==> src/hdl/priv_defines.svh <==
// Fixed configuration for an RV32 machine-mode unit; the PMA regions must not overlap
`ifndef PRIV_DEFINES_SVH
`define PRIV_DEFINES_SVH

// Data and address width
`define PRIV_XLEN 32

// Trap vector after reset, direct mode
`define PRIV_MTVEC_RESET 32'h0000_0100

// RAM region, fetch, load and store allowed
`define PMA_MEM_BASE 32'h0000_0000
`define PMA_MEM_TOP 32'h0000_ffff

// IO region, load and store only
`define PMA_IO_BASE 32'h8000_0000
`define PMA_IO_TOP 32'h8000_0fff

`endif

==> src/hdl/priv_pkg.sv <==
// Machine-mode types only; interrupt causes reuse exception code values, so they are typed constants
`default_nettype none

package priv_pkg;

    // Implemented machine CSRs, standard encodings
    typedef enum logic [11:0] {
        CSR_MSTATUS  = 12'h300,
        CSR_MIE      = 12'h304,
        CSR_MTVEC    = 12'h305,
        CSR_MSCRATCH = 12'h340,
        CSR_MEPC     = 12'h341,
        CSR_MCAUSE   = 12'h342,
        CSR_MTVAL    = 12'h343,
        CSR_MIP      = 12'h344,
        CSR_MINSTRET = 12'hb02
    } csr_addr_e;

    // Exception codes, mcause without the interrupt bit
    typedef enum logic [30:0] {
        INSN_MISALIGNED  = 31'd0,
        INSN_FAULT       = 31'd1,
        ILLEGAL_INSN     = 31'd2,
        BREAKPOINT       = 31'd3,
        LOAD_MISALIGNED  = 31'd4,
        LOAD_FAULT       = 31'd5,
        STORE_MISALIGNED = 31'd6,
        STORE_FAULT      = 31'd7,
        ENV_CALL_M       = 31'd11
    } cause_e;

    // Machine interrupt codes
    localparam cause_e SOFT_INT_M  = cause_e'(31'd3);
    localparam cause_e TIMER_INT_M = cause_e'(31'd7);
    localparam cause_e EXT_INT_M   = cause_e'(31'd11);

    typedef enum logic [1:0] {
        MTVEC_DIRECT   = 2'd0,
        MTVEC_VECTORED = 2'd1
    } mtvec_mode_e;

endpackage

`default_nettype wire

==> src/hdl/priv_csr.sv <==
// Machine CSRs only; minstret is 32 bits with no minstreth, and a trapping instruction's CSR write is dropped
`timescale 1ns/100ps
`include "priv_defines.svh"
`default_nettype none

module priv_csr (
    input  logic                   CLK,
    input  logic                   rst_n,
    input  logic [11:0]            csr_addr,
    input  logic                   swap,
    input  logic                   set,
    input  logic                   clr,
    input  logic [`PRIV_XLEN-1:0]  wdata,
    input  logic                   valid_write,
    input  logic                   wb_enable,
    input  logic                   instr,
    input  logic                   timer_int,
    input  logic                   soft_int,
    input  logic                   ext_int,
    input  logic                   timer_int_clear,
    input  logic                   soft_int_clear,
    input  logic                   ext_int_clear,
    input  logic                   trap_take,
    input  logic                   intr,
    input  priv_pkg::cause_e       trap_cause,
    input  logic                   mret_take,
    input  logic [`PRIV_XLEN-1:0]  epc,
    input  logic [`PRIV_XLEN-1:0]  badaddr,
    output logic [`PRIV_XLEN-1:0]  rdata,
    output logic                   invalid_csr,
    output logic [`PRIV_XLEN-1:0]  mtvec,
    output logic [`PRIV_XLEN-1:0]  mepc,
    output logic [`PRIV_XLEN-1:0]  mie,
    output logic [`PRIV_XLEN-1:0]  mip,
    output logic                   mstatus_mie
);

    // Only MSIE, MTIE and MEIE exist
    localparam logic [`PRIV_XLEN-1:0] MIE_MASK = 32'h0000_0888;

    logic                  mpie_q;
    logic [`PRIV_XLEN-1:0] mtvec_q;
    logic [`PRIV_XLEN-1:0] mscratch_q;
    logic [`PRIV_XLEN-1:0] mcause_q;
    logic [`PRIV_XLEN-1:0] mtval_q;
    logic [`PRIV_XLEN-1:0] minstret_q;
    logic [`PRIV_XLEN-1:0] mstatus_rd;
    logic [`PRIV_XLEN-1:0] csr_new;
    logic                  csr_wr;

    // MPP is hardwired to machine mode
    always_comb begin
        mstatus_rd        = '0;
        mstatus_rd[3]     = mstatus_mie;
        mstatus_rd[7]     = mpie_q;
        mstatus_rd[12:11] = 2'b11;
    end

    always_comb begin
        rdata       = '0;
        invalid_csr = 1'b0;
        case (csr_addr)
            priv_pkg::CSR_MSTATUS:  rdata = mstatus_rd;
            priv_pkg::CSR_MIE:      rdata = mie;
            priv_pkg::CSR_MTVEC:    rdata = mtvec_q;
            priv_pkg::CSR_MSCRATCH: rdata = mscratch_q;
            priv_pkg::CSR_MEPC:     rdata = mepc;
            priv_pkg::CSR_MCAUSE:   rdata = mcause_q;
            priv_pkg::CSR_MTVAL:    rdata = mtval_q;
            priv_pkg::CSR_MIP:      rdata = mip;
            priv_pkg::CSR_MINSTRET: rdata = minstret_q;
            default:                invalid_csr = 1'b1;
        endcase
    end

    // Read-modify-write value, swap has priority
    always_comb begin
        if (swap) begin
            csr_new = wdata;
        end else if (set) begin
            csr_new = rdata | wdata;
        end else begin
            csr_new = rdata & ~wdata;
        end
    end

    assign csr_wr = valid_write & (swap | set | clr) & ~invalid_csr & ~trap_take;

    // mstatus: trap entry and mret beat software writes
    always_ff @(posedge CLK) begin
        if (!rst_n) begin
            mstatus_mie <= 1'b0;
            mpie_q      <= 1'b0;
        end else if (trap_take) begin
            mpie_q      <= mstatus_mie;
            mstatus_mie <= 1'b0;
        end else if (mret_take) begin
            mstatus_mie <= mpie_q;
            mpie_q      <= 1'b1;
        end else if (csr_wr && csr_addr == priv_pkg::CSR_MSTATUS) begin
            mstatus_mie <= csr_new[3];
            mpie_q      <= csr_new[7];
        end
    end

    always_ff @(posedge CLK) begin
        if (!rst_n) begin
            mie     <= '0;
            mtvec_q <= `PRIV_MTVEC_RESET;
        end else if (csr_wr) begin
            if (csr_addr == priv_pkg::CSR_MIE) begin
                mie <= csr_new & MIE_MASK;
            end
            // Mode bit 1 reads as zero, only direct and vectored exist
            if (csr_addr == priv_pkg::CSR_MTVEC) begin
                mtvec_q <= {csr_new[`PRIV_XLEN-1:2], 1'b0, csr_new[0]};
            end
        end
    end

    always_ff @(posedge CLK) begin
        if (trap_take) begin
            mepc    <= epc;
            mtval_q <= intr ? '0 : badaddr;
        end else if (csr_wr) begin
            if (csr_addr == priv_pkg::CSR_MEPC) mepc <= csr_new;
            if (csr_addr == priv_pkg::CSR_MTVAL) mtval_q <= csr_new;
            if (csr_addr == priv_pkg::CSR_MSCRATCH) mscratch_q <= csr_new;
        end
    end

    always_ff @(posedge CLK) begin
        if (!rst_n) begin
            mcause_q <= '0;
        end else if (trap_take) begin
            mcause_q <= {intr, trap_cause};
        end else if (csr_wr && csr_addr == priv_pkg::CSR_MCAUSE) begin
            mcause_q <= csr_new;
        end
    end

    // Pending bits follow the lines, clear wins
    always_ff @(posedge CLK) begin
        if (!rst_n) begin
            mip <= '0;
        end else begin
            if (soft_int_clear) mip[3] <= 1'b0;
            else if (soft_int) mip[3] <= 1'b1;
            if (timer_int_clear) mip[7] <= 1'b0;
            else if (timer_int) mip[7] <= 1'b1;
            if (ext_int_clear) mip[11] <= 1'b0;
            else if (ext_int) mip[11] <= 1'b1;
        end
    end

    always_ff @(posedge CLK) begin
        if (!rst_n) begin
            minstret_q <= '0;
        end else if (csr_wr && csr_addr == priv_pkg::CSR_MINSTRET) begin
            minstret_q <= csr_new;
        end else if (wb_enable && instr) begin
            minstret_q <= minstret_q + 1'b1;
        end
    end

    assign mtvec = mtvec_q;

endmodule

`default_nettype wire

==> src/hdl/priv_trap_handler.sv <==
// Machine interrupts are taken only on a clear pipeline; exception ranking is fixed
`timescale 1ns/100ps
`include "priv_defines.svh"
`default_nettype none

module priv_trap_handler (
    input  logic                  fault_insn,
    input  logic                  mal_insn,
    input  logic                  illegal_insn,
    input  logic                  fault_l,
    input  logic                  mal_l,
    input  logic                  fault_s,
    input  logic                  mal_s,
    input  logic                  breakpoint,
    input  logic                  env_m,
    input  logic                  ret,
    input  logic                  pipe_clear,
    input  logic                  i_fault,
    input  logic                  l_fault,
    input  logic                  s_fault,
    input  logic [`PRIV_XLEN-1:0] mie,
    input  logic [`PRIV_XLEN-1:0] mip,
    input  logic                  mstatus_mie,
    output logic                  trap_take,
    output logic                  intr,
    output priv_pkg::cause_e      trap_cause,
    output logic                  mret_take
);

    logic             insn_fault;
    logic             load_fault;
    logic             store_fault;
    logic             exception;
    logic             soft_pend;
    logic             timer_pend;
    logic             ext_pend;
    priv_pkg::cause_e ex_cause;
    priv_pkg::cause_e int_cause;

    // PMA faults merge with the pipeline's own access faults
    assign insn_fault  = fault_insn | i_fault;
    assign load_fault  = fault_l | l_fault;
    assign store_fault = fault_s | s_fault;

    assign exception = insn_fault | mal_insn | illegal_insn | breakpoint | env_m
                     | mal_s | store_fault | mal_l | load_fault;

    always_comb begin
        if (insn_fault)        ex_cause = priv_pkg::INSN_FAULT;
        else if (mal_insn)     ex_cause = priv_pkg::INSN_MISALIGNED;
        else if (illegal_insn) ex_cause = priv_pkg::ILLEGAL_INSN;
        else if (breakpoint)   ex_cause = priv_pkg::BREAKPOINT;
        else if (env_m)        ex_cause = priv_pkg::ENV_CALL_M;
        else if (mal_s)        ex_cause = priv_pkg::STORE_MISALIGNED;
        else if (store_fault)  ex_cause = priv_pkg::STORE_FAULT;
        else if (mal_l)        ex_cause = priv_pkg::LOAD_MISALIGNED;
        else                   ex_cause = priv_pkg::LOAD_FAULT;
    end

    // Enabled and pending
    assign soft_pend  = mie[3] & mip[3];
    assign timer_pend = mie[7] & mip[7];
    assign ext_pend   = mie[11] & mip[11];

    always_comb begin
        if (ext_pend)       int_cause = priv_pkg::EXT_INT_M;
        else if (soft_pend) int_cause = priv_pkg::SOFT_INT_M;
        else                int_cause = priv_pkg::TIMER_INT_M;
    end

    assign intr = ~exception & pipe_clear & mstatus_mie & (ext_pend | soft_pend | timer_pend);

    assign trap_take  = exception | intr;
    assign trap_cause = exception ? ex_cause : int_cause;
    // A trap in the same cycle squashes the return
    assign mret_take  = ret & ~trap_take;

endmodule

`default_nettype wire

==> src/hdl/priv_pipe_control.sv <==
// Vectored mode offsets interrupts only; exceptions always go to the mtvec base
`timescale 1ns/100ps
`include "priv_defines.svh"
`default_nettype none

module priv_pipe_control (
    input  logic                  trap_take,
    input  logic                  intr,
    input  priv_pkg::cause_e      trap_cause,
    input  logic                  mret_take,
    input  logic [`PRIV_XLEN-1:0] mtvec,
    input  logic [`PRIV_XLEN-1:0] mepc,
    output logic                  insert_pc,
    output logic [`PRIV_XLEN-1:0] priv_pc
);

    logic [`PRIV_XLEN-1:0] base;
    priv_pkg::mtvec_mode_e mode;

    assign base = {mtvec[`PRIV_XLEN-1:2], 2'b00};
    assign mode = priv_pkg::mtvec_mode_e'(mtvec[1:0]);

    assign insert_pc = trap_take | mret_take;

    always_comb begin
        if (mret_take) begin
            priv_pc = mepc;
        end else if (intr && mode == priv_pkg::MTVEC_VECTORED) begin
            // base + 4 * cause
            priv_pc = base + {trap_cause[`PRIV_XLEN-3:0], 2'b00};
        end else begin
            priv_pc = base;
        end
    end

endmodule

`default_nettype wire

==> src/hdl/priv_pma.sv <==
// Fixed memory map from the defines header; fetch is checked every cycle, data only on ren or wen
`timescale 1ns/100ps
`include "priv_defines.svh"
`default_nettype none

module priv_pma (
    input  logic [`PRIV_XLEN-1:0] iaddr,
    input  logic [`PRIV_XLEN-1:0] daddr,
    input  logic                  ren,
    input  logic                  wen,
    output logic                  i_fault,
    output logic                  l_fault,
    output logic                  s_fault
);

    logic i_in_mem;
    logic d_in_mem;
    logic d_in_io;
    logic d_ok;

    assign i_in_mem = (iaddr >= `PMA_MEM_BASE) && (iaddr <= `PMA_MEM_TOP);
    assign d_in_mem = (daddr >= `PMA_MEM_BASE) && (daddr <= `PMA_MEM_TOP);
    assign d_in_io  = (daddr >= `PMA_IO_BASE) && (daddr <= `PMA_IO_TOP);
    assign d_ok     = d_in_mem | d_in_io;

    // IO is not executable
    assign i_fault = ~i_in_mem;
    assign l_fault = ren & ~d_ok;
    assign s_fault = wen & ~d_ok;

endmodule

`default_nettype wire

==> src/hdl/priv_block.sv <==
// Machine mode only; pipeline inputs are single-cycle levels with no back-pressure
`timescale 1ns/100ps
`include "priv_defines.svh"
`default_nettype none

module priv_block (
    input  logic                  CLK,
    input  logic                  rst_n,
    input  logic [11:0]           csr_addr,
    input  logic                  swap,
    input  logic                  set,
    input  logic                  clr,
    input  logic [`PRIV_XLEN-1:0] wdata,
    input  logic                  valid_write,
    input  logic                  wb_enable,
    input  logic                  instr,
    input  logic                  fault_insn,
    input  logic                  mal_insn,
    input  logic                  illegal_insn,
    input  logic                  fault_l,
    input  logic                  mal_l,
    input  logic                  fault_s,
    input  logic                  mal_s,
    input  logic                  breakpoint,
    input  logic                  env_m,
    input  logic                  ret,
    input  logic [`PRIV_XLEN-1:0] epc,
    input  logic [`PRIV_XLEN-1:0] badaddr,
    input  logic                  pipe_clear,
    input  logic [`PRIV_XLEN-1:0] iaddr,
    input  logic [`PRIV_XLEN-1:0] daddr,
    input  logic                  ren,
    input  logic                  wen,
    input  logic                  timer_int,
    input  logic                  soft_int,
    input  logic                  ext_int,
    input  logic                  timer_int_clear,
    input  logic                  soft_int_clear,
    input  logic                  ext_int_clear,
    output logic [`PRIV_XLEN-1:0] rdata,
    output logic                  invalid_csr,
    output logic                  insert_pc,
    output logic [`PRIV_XLEN-1:0] priv_pc,
    output logic                  intr
);

    logic                  i_fault;
    logic                  l_fault;
    logic                  s_fault;
    logic                  trap_take;
    logic                  mret_take;
    logic                  mstatus_mie;
    priv_pkg::cause_e      trap_cause;
    logic [`PRIV_XLEN-1:0] mtvec;
    logic [`PRIV_XLEN-1:0] mepc;
    logic [`PRIV_XLEN-1:0] mie;
    logic [`PRIV_XLEN-1:0] mip;

    priv_csr i_priv_csr (
        .CLK(CLK), .rst_n(rst_n),
        .csr_addr(csr_addr), .swap(swap), .set(set), .clr(clr),
        .wdata(wdata), .valid_write(valid_write),
        .wb_enable(wb_enable), .instr(instr),
        .timer_int(timer_int), .soft_int(soft_int), .ext_int(ext_int),
        .timer_int_clear(timer_int_clear), .soft_int_clear(soft_int_clear),
        .ext_int_clear(ext_int_clear),
        .trap_take(trap_take), .intr(intr), .trap_cause(trap_cause),
        .mret_take(mret_take), .epc(epc), .badaddr(badaddr),
        .rdata(rdata), .invalid_csr(invalid_csr), .mtvec(mtvec), .mepc(mepc),
        .mie(mie), .mip(mip), .mstatus_mie(mstatus_mie)
    );

    priv_trap_handler i_priv_trap_handler (
        .fault_insn(fault_insn), .mal_insn(mal_insn), .illegal_insn(illegal_insn),
        .fault_l(fault_l), .mal_l(mal_l), .fault_s(fault_s), .mal_s(mal_s),
        .breakpoint(breakpoint), .env_m(env_m), .ret(ret), .pipe_clear(pipe_clear),
        .i_fault(i_fault), .l_fault(l_fault), .s_fault(s_fault),
        .mie(mie), .mip(mip), .mstatus_mie(mstatus_mie),
        .trap_take(trap_take), .intr(intr), .trap_cause(trap_cause),
        .mret_take(mret_take)
    );

    priv_pipe_control i_priv_pipe_control (
        .trap_take(trap_take), .intr(intr), .trap_cause(trap_cause),
        .mret_take(mret_take), .mtvec(mtvec), .mepc(mepc),
        .insert_pc(insert_pc), .priv_pc(priv_pc)
    );

    priv_pma i_priv_pma (
        .iaddr(iaddr), .daddr(daddr), .ren(ren), .wen(wen),
        .i_fault(i_fault), .l_fault(l_fault), .s_fault(s_fault)
    );

endmodule

`default_nettype wire

==> config.mk <==
export PLATFORM = sky130hd
export DESIGN_NAME = priv_block
export DESIGN_NICKNAME = d
export VERILOG_FILES = /design/src/hdl/priv_pkg.sv /design/src/hdl/priv_csr.sv /design/src/hdl/priv_trap_handler.sv /design/src/hdl/priv_pipe_control.sv /design/src/hdl/priv_pma.sv /design/src/hdl/priv_block.sv
export VERILOG_INCLUDE_DIRS = /design/src /design/src/hdl
export SDC_FILE = /design/constraint.sdc
export NUM_CORES = 1
export LEC_CHECK = 0
export BUFFER_PORTS_ARGS = -buffer_cell sky130_fd_sc_hd__clkbuf_2
export CELL_PAD_IN_SITES_DETAIL_PLACEMENT = 1
export CELL_PAD_IN_SITES_GLOBAL_PLACEMENT = 1
export CORE_AREA = 2 2 176 178
export DETAILED_ROUTE_END_ITERATION = 7
export DIE_AREA = 0 0 178 180
export PLACE_DENSITY_LB_ADDON = 0.1
export SYNTH_ARGS = -nofsm -noshare
export SYNTH_HDL_FRONTEND = slang
export SYNTH_SLANG_ARGS = --single-unit
==> constraint.sdc <==
create_clock -name CLK -period 8.65 [get_ports CLK]
set_clock_uncertainty 0.2 [all_clocks]
set_input_delay 0.865 -clock CLK [delete_from_list [all_inputs] [get_ports CLK]]
set_output_delay 0.865 -clock CLK [all_outputs]
set_load 0.03 [all_outputs]
==> flow_summary.toml, run 1 <==
[run_status]
outcome = "completed"

[layout]
antennaDiodeCount = 0
final_cell_mix = "clkbuf_2, nand2_1, nand3_1"
drive_gt1_share_pct = 23.1
final_common_cell = "clkbuf_2"
final_area_sq_mm = 0.0147
fill_cells = 3608
layout.nets = 1819
post-route-util_pct = 48.6
multi_input_area_sq_mm = 0.00719
regArea_sq_mm = 0.00494
area_growth_pct = 17.1

[clocking]
cts.path.max_buffers = 2
cts.sinks = 199
cts_tree = "built"
htree_levels = 4
postCtsSetupBuffers = 0
cts_inserted_buffers = 17
cts-resized-gates = 0
path_clk_slew_ns = 0.08
cts_hold_buf = 0
cts-root-buf = "clkbuf_16"
insertion_delay_ns = 0.45

[global_route]
gr-total-overflow = 0
grt_pass1_vias = 12700
grt_max_degree = 95
grt_pass1_wl_mm = 74.9
grt.total_usage_pct = 30.5
grt_antenna_before_repair = 1

[logic_synthesis]
yosys.cell_types.count = 78
yosysSeqAreaShare_pct = 39.4
syn_nets = 1645
ys_warn_count = 0
synthArstFlopShare_pct = 0
synth_top_flop_cell = "dfxtp_1"
synth_cells = 1440
synth_area_sq_mm = 0.0125
synth_edf_count = 96
ys_seq_elements = 199
synth_area_per_cell_sq_um = 8.71

[detailed_routing]
met2_length_mm = 23.7
routed_wl_mm = 49.0
ant_nets = 0
wl_met3_mm = 2.65
num_vias = 12400
route.detailed.drc = 0
highest_layer = "met5"
wl_per_cell_microns = 24.2
dr.pass1.iters = 5
wl_met1_mm = 21.4
vias_per_cell = 6.15
drt_iter0_markers = 741

[timing]
tightest_slew_ns = 1.20
finalHoldViolations = 0
tns_ns = 0
fmax_mhz = 141
rsz0062_at_grt = "false"
relSlewSlack_pct = 19.6
setup-violations-final = 0
period_needed_ns = 7.09
slew_viol_final = 0
post-route-period-util_pct = 81.9

[setup_path]
cpMostUsedCell = "clkbuf_2"
path_buf_inv = 3
rrSetupSlack_ns = 5.03
crit_arrival_ns = 6.02
crit_path_max_fanout = 13
r2r-start = "i_priv_csr.mip[11]"
cp-start-kind = "primary input"
cpLargestDelayFamily = "simple AND/OR/NAND/NOR gates"
crit_chain = "clkbuf_2, or4_4, nor4_4, nand3_1, a311oi_1, inv_1, fa_1, nor2b_1, o311a_1, nand4_1, nor4b_1, xnor2_1, o21ai_0, clkbuf_2"
reg2regPathDepth = 7
cp.required_ns = 7.59
cp_slowest_stage_delay_ns = 0.76
crit_type = "in2out"
r2r-end = "i_priv_csr.mcause_q[2]"
crit_path_top_delay_cell = "a311oi_1"
end_kind = "output pin"

[floorplan]
die_y_microns = 180
dieArea_sq_mm = 0.0320
core_area_sq_mm = 0.0302
initial_core_util_pct = 41.5
fp.dieW_microns = 178
std_cell_rows = 64
ios = 266

[pwr]
ir_drop_v = 0.000133
cellPowerDensity_mw_per_mm2 = 140
p_leak_nw = 5.54

[hold_path]
hold_start = "i_priv_csr.mcause_q[16]"
hold_end = "i_priv_csr.mcause_q[16]"
whs_path_depth = 2
hold_class = "reg2reg"

[place]
dp_hpwl_mm = 32.9
postPlaceCellArea_sq_mm = 0.0141
gp_congestion = 0.860
io_buffers = 237

[run]
maxCapViolations = 0
## cell usage after synthesis, drive strengths merged, types with 6 or more instances
cell | number | area (sq um)
clkbuf | 75 | 282
o21ai | 50 | 250
nand3 | 106 | 531
nand4 | 28 | 181
and4 | 8 | 70.1
dfxtp | 103 | 2060
edfxtp | 96 | 2880
or2 | 6 | 37.5
xor2 | 24 | 210
mux2i | 38 | 380
o2111ai | 23 | 201
a21o | 63 | 473
o21bai | 27 | 203
a2111o | 23 | 259
xnor2 | 28 | 245
buf | 32 | 168
nor3 | 37 | 195
nor4b | 7 | 73.8
nand2 | 213 | 802
a211oi | 40 | 340
nor4 | 33 | 228
a211o | 6 | 52.6
nor2 | 97 | 364
mux2 | 32 | 360
and3 | 14 | 87.6
inv | 16 | 60.1
or4 | 9 | 75.1
and2 | 38 | 238
mux4 | 6 | 135
a21oi | 89 | 445
## logic make-up (layout without fill, tap and decap cells)
logic type,Yosys count,count (layout),synth area share [%]
compound gates,367,367,20.9
xor+xnor,52,52,3.63
fa+ha+maj,6,6,0.659
buf+inv,123,310,4.06
flops,199,199,39.4
mux,76,76,6.99
simple gates,617,617,24.3
## worst max path at each step
stage,from,to,slack [ns],cells past startpoint
detailed placement,iaddr[31],priv_pc[12],1.87,14
global route,iaddr[31],priv_pc[14],1.26,14
finish,iaddr[31],priv_pc[14],1.56,14
floorplan,iaddr[31],i_priv_csr.mscratch_q[0],2.38,6
CTS,iaddr[31],priv_pc[12],1.70,14
global placement,iaddr[31],priv_pc[14],1.90,14
## through the flow
stage	cells	setup WS, ns	total power, mW	hold WS (ns)
after floorplan	1440	2.38	1.13	0.229
after global placement	1991	1.90	1.22	0.236
after detailed placement	1991	1.87	1.22	0.244
after CTS	2023	1.70	2.06	0.256
after global routing	2023	1.26	2.12	0.280
final	2023	1.56	2.06	0.257
## power by group
group / switching (mW) / internal (mW)
Combinational: 0.116 / 0.0744
Sequential: 0.0116 / 1.00
Clock: 0.433 / 0.417
Total: 0.561 / 1.49
## flip-flops by register name (all words and copies together) (netlist names)
register and count:
i_priv_csr.mcause_q 32, i_priv_csr.mepc 32, i_priv_csr.mie 3, i_priv_csr.minstret_q 32, i_priv_csr.mip 3, i_priv_csr.mpie_q 1
i_priv_csr.mscratch_q 32, i_priv_csr.mstatus_mie 1, i_priv_csr.mtval_q 32, i_priv_csr.mtvec 31
## routing by layer
metal	up-vias	global-route usage [%]
li1	5723	-
met1	6229	41.0
met2	425	51.4
met3	70	3.47
met4	2	8.85
met5	-	0
## worst min-delay path, delay by kind of cell (launching register included)
family,cells,cell delay [ns]
flops,1,0.31
simple gates,1,0.05
compound gates,1,0.05
## area by class of cell
type                       count  area share (%)
multi-input combinational   1118            49.0
inverter                      16           0.409
clock buffer                  17            2.90
timing repair buffer         262            9.38
sequential                   199            33.7
clock inverter                15            1.25
tap                          396            3.38
Power figures use the tool's default switching activity.
==> inputs of run 2 (changes only) <==
Settings changed: CORE_AREA 2 2 176 178 to 2 2 185 187, DIE_AREA 0 0 178 180 to 0 0 187 189.
Clock period 8.65 ns to 5.8 ns, I/O delays scaled along.
==> flow_summary.toml, run 2 (synthesis results as in run 1) <==
[timing]
tightest_slew_ns = 1.15
post-route-period-util_pct = 90.1
slew_viol_final = 0
setup-violations-final = 0
fmax_mhz = 191
relSlewSlack_pct = 23.0
rsz0062_at_grt = "false"
tns_ns = 0
finalHoldViolations = 0
period_needed_ns = 5.22

[global_route]
grt_antenna_before_repair = 0
grt_busiest_layer = "met2"
grt_pass1_vias = 12600
grt.total_usage_pct = 28.1
grt_use_met1_pct = 38.0
grtUsageMet2_pct = 47.1
grt_max_degree = 67
grt.met3_usage_pct = 3.82
grt_pass1_wl_mm = 76.1
gr-total-overflow = 0

[place]
dp_hpwl_mm = 35.2
io_buffers = 237
gp_congestion = 0.868

[setup_path]
cp-start-kind = "primary input"
r2r-end = "i_priv_csr.mstatus_mie"
cp_num_cells = 17
crit_chain = "clkbuf_2, o41a_1, or3_1, a211o_1, a311oi_1, buf_4, inv_1, fa_1, nor2b_1, o311a_1, nand4_1, buf_4, buf_4, nor4b_1, xnor2_1, o21ai_0, clkbuf_2"
cpMostUsedCell = "buf_4"
rrSetupSlack_ns = 2.31
crit_path_top_delay_cell = "o41a_1"
reg2regPathDepth = 6
r2r-start = "i_priv_csr.mip[11]"
cp_slowest_stage_delay_ns = 0.47
cp.required_ns = 5.02
crit_arrival_ns = 4.44
startpoint = "daddr[14]"
end_kind = "output pin"
cpLargestDelayFamily = "compound AO/OA/AOI/OAI gates"
path_buf_inv = 6
crit_type = "in2out"
endpoint = "priv_pc[16]"
crit_path_max_fanout = 7

[layout]
final_cell_mix = "clkbuf_2, nand2_1, nand3_1"
post-route-util_pct = 44.6
antennaDiodeCount = 0
drive_gt1_share_pct = 23.8
final_common_cell = "clkbuf_2"
layout.nets = 1838
area_growth_pct = 18.5

[floorplan]
std_cell_rows = 67
dieArea_sq_mm = 0.0353
ios = 266
fp.dieW_microns = 187
initial_core_util_pct = 37.7
die_y_microns = 189
core_area_sq_mm = 0.0333

[clocking]
insertion_delay_ns = 0.46
cts-root-buf = "clkbuf_16"
cts-resized-gates = 0
postCtsSetupBuffers = 0
htree_levels = 4
cts_hold_buf = 0
cts.sinks = 199
cts_inserted_buffers = 17
cts.path.max_buffers = 2
path_clk_slew_ns = 0.07
cts_tree = "built"

[pwr]
p_int_mw = 2.25
switching_share_pct = 25.4
comb_power_share_pct = 9.4
power_frac_seq_pct = 50.0
cellPowerDensity_mw_per_mm2 = 204
ir_drop_v = 0.000196
p_leak_nw = 5.64
p_sw_mw = 0.769
total_power_mw = 3.02
pwr-share-clk_pct = 40.6

[run]
maxCapViolations = 0

[detailed_routing]
routed_wl_mm = 49.8
drt_iter0_markers = 874
route.detailed.drc = 0
ant_nets = 0
wl_per_cell_microns = 23.8
num_vias = 12400
dr.pass1.iters = 5
vias_per_cell = 5.94

[hold_path]
whs_path_depth = 2
hold_class = "in2reg"

[run_status]
outcome = "completed"
## run 2: changes by cell type in the layout (fill, tap and decap cells not counted), sizes merged
cell	delta
clkbuf	+6
clkinvlp	-3
inv	-5
buf	+19
clkinv	+2
## run 2: power groups by stage
stage	clock network [mW]	logic (mW)	registers [mW]
finish	1.23	0.284	1.51
floorplan	0	0.154	1.53
detailed placement	0	0.282	1.54
global placement	0	0.277	1.54
CTS	1.24	0.284	1.51
global route	1.29	0.310	1.51
## run 2: metrics by stage
| stage | cells | hold slack (ns) | worst slack (ns) | instance area (sq um) |
|---|---|---|---|---|
| 5_1_grt | 2094 | 0.0803 | 0.274 | 14900 |
| 3_3_place_gp | 2060 | 0.237 | 0.236 | 14300 |
| 6_report | 2094 | 0.0832 | 0.576 | 14900 |
| 2_1_floorplan | 1440 | 0.229 | 0.738 | 12500 |
| 4_1_cts | 2092 | 0.0655 | 0.138 | 14800 |
| 3_5_place_dp | 2060 | 0.245 | 0.162 | 14300 |
## run 2: cell type report
cell class / instances / area [sq um]
fillers: 3969 / 18400
multi-input cells: 1118 / 7190
flip-flops and latches: 199 / 4940
repair buffers: 281 / 1520
well taps: 448 / 561
clock buffers: 23 / 490
clock inverters: 9 / 90.1
inverters: 16 / 60.1
## run 2: worst min path at each step
stage	from	endpoint	slack, ns
global route	ext_int_clear	i_priv_csr.mip[11]	0.08
finish	ext_int_clear	i_priv_csr.mip[11]	0.08
global placement	i_priv_csr.mcause_q[16]	i_priv_csr.mcause_q[16]	0.24
detailed placement	i_priv_csr.mcause_q[13]	i_priv_csr.mcause_q[13]	0.24
floorplan	i_priv_csr.mcause_q[30]	i_priv_csr.mcause_q[30]	0.23
CTS	ext_int_clear	i_priv_csr.mip[11]	0.07
## run 2: routing by layer
layer,up-vias,share of wire (%)
met4,0,2.0
met3,51,4.8
li1,5771,-
met5,-,0
met2,368,47
met1,6249,46
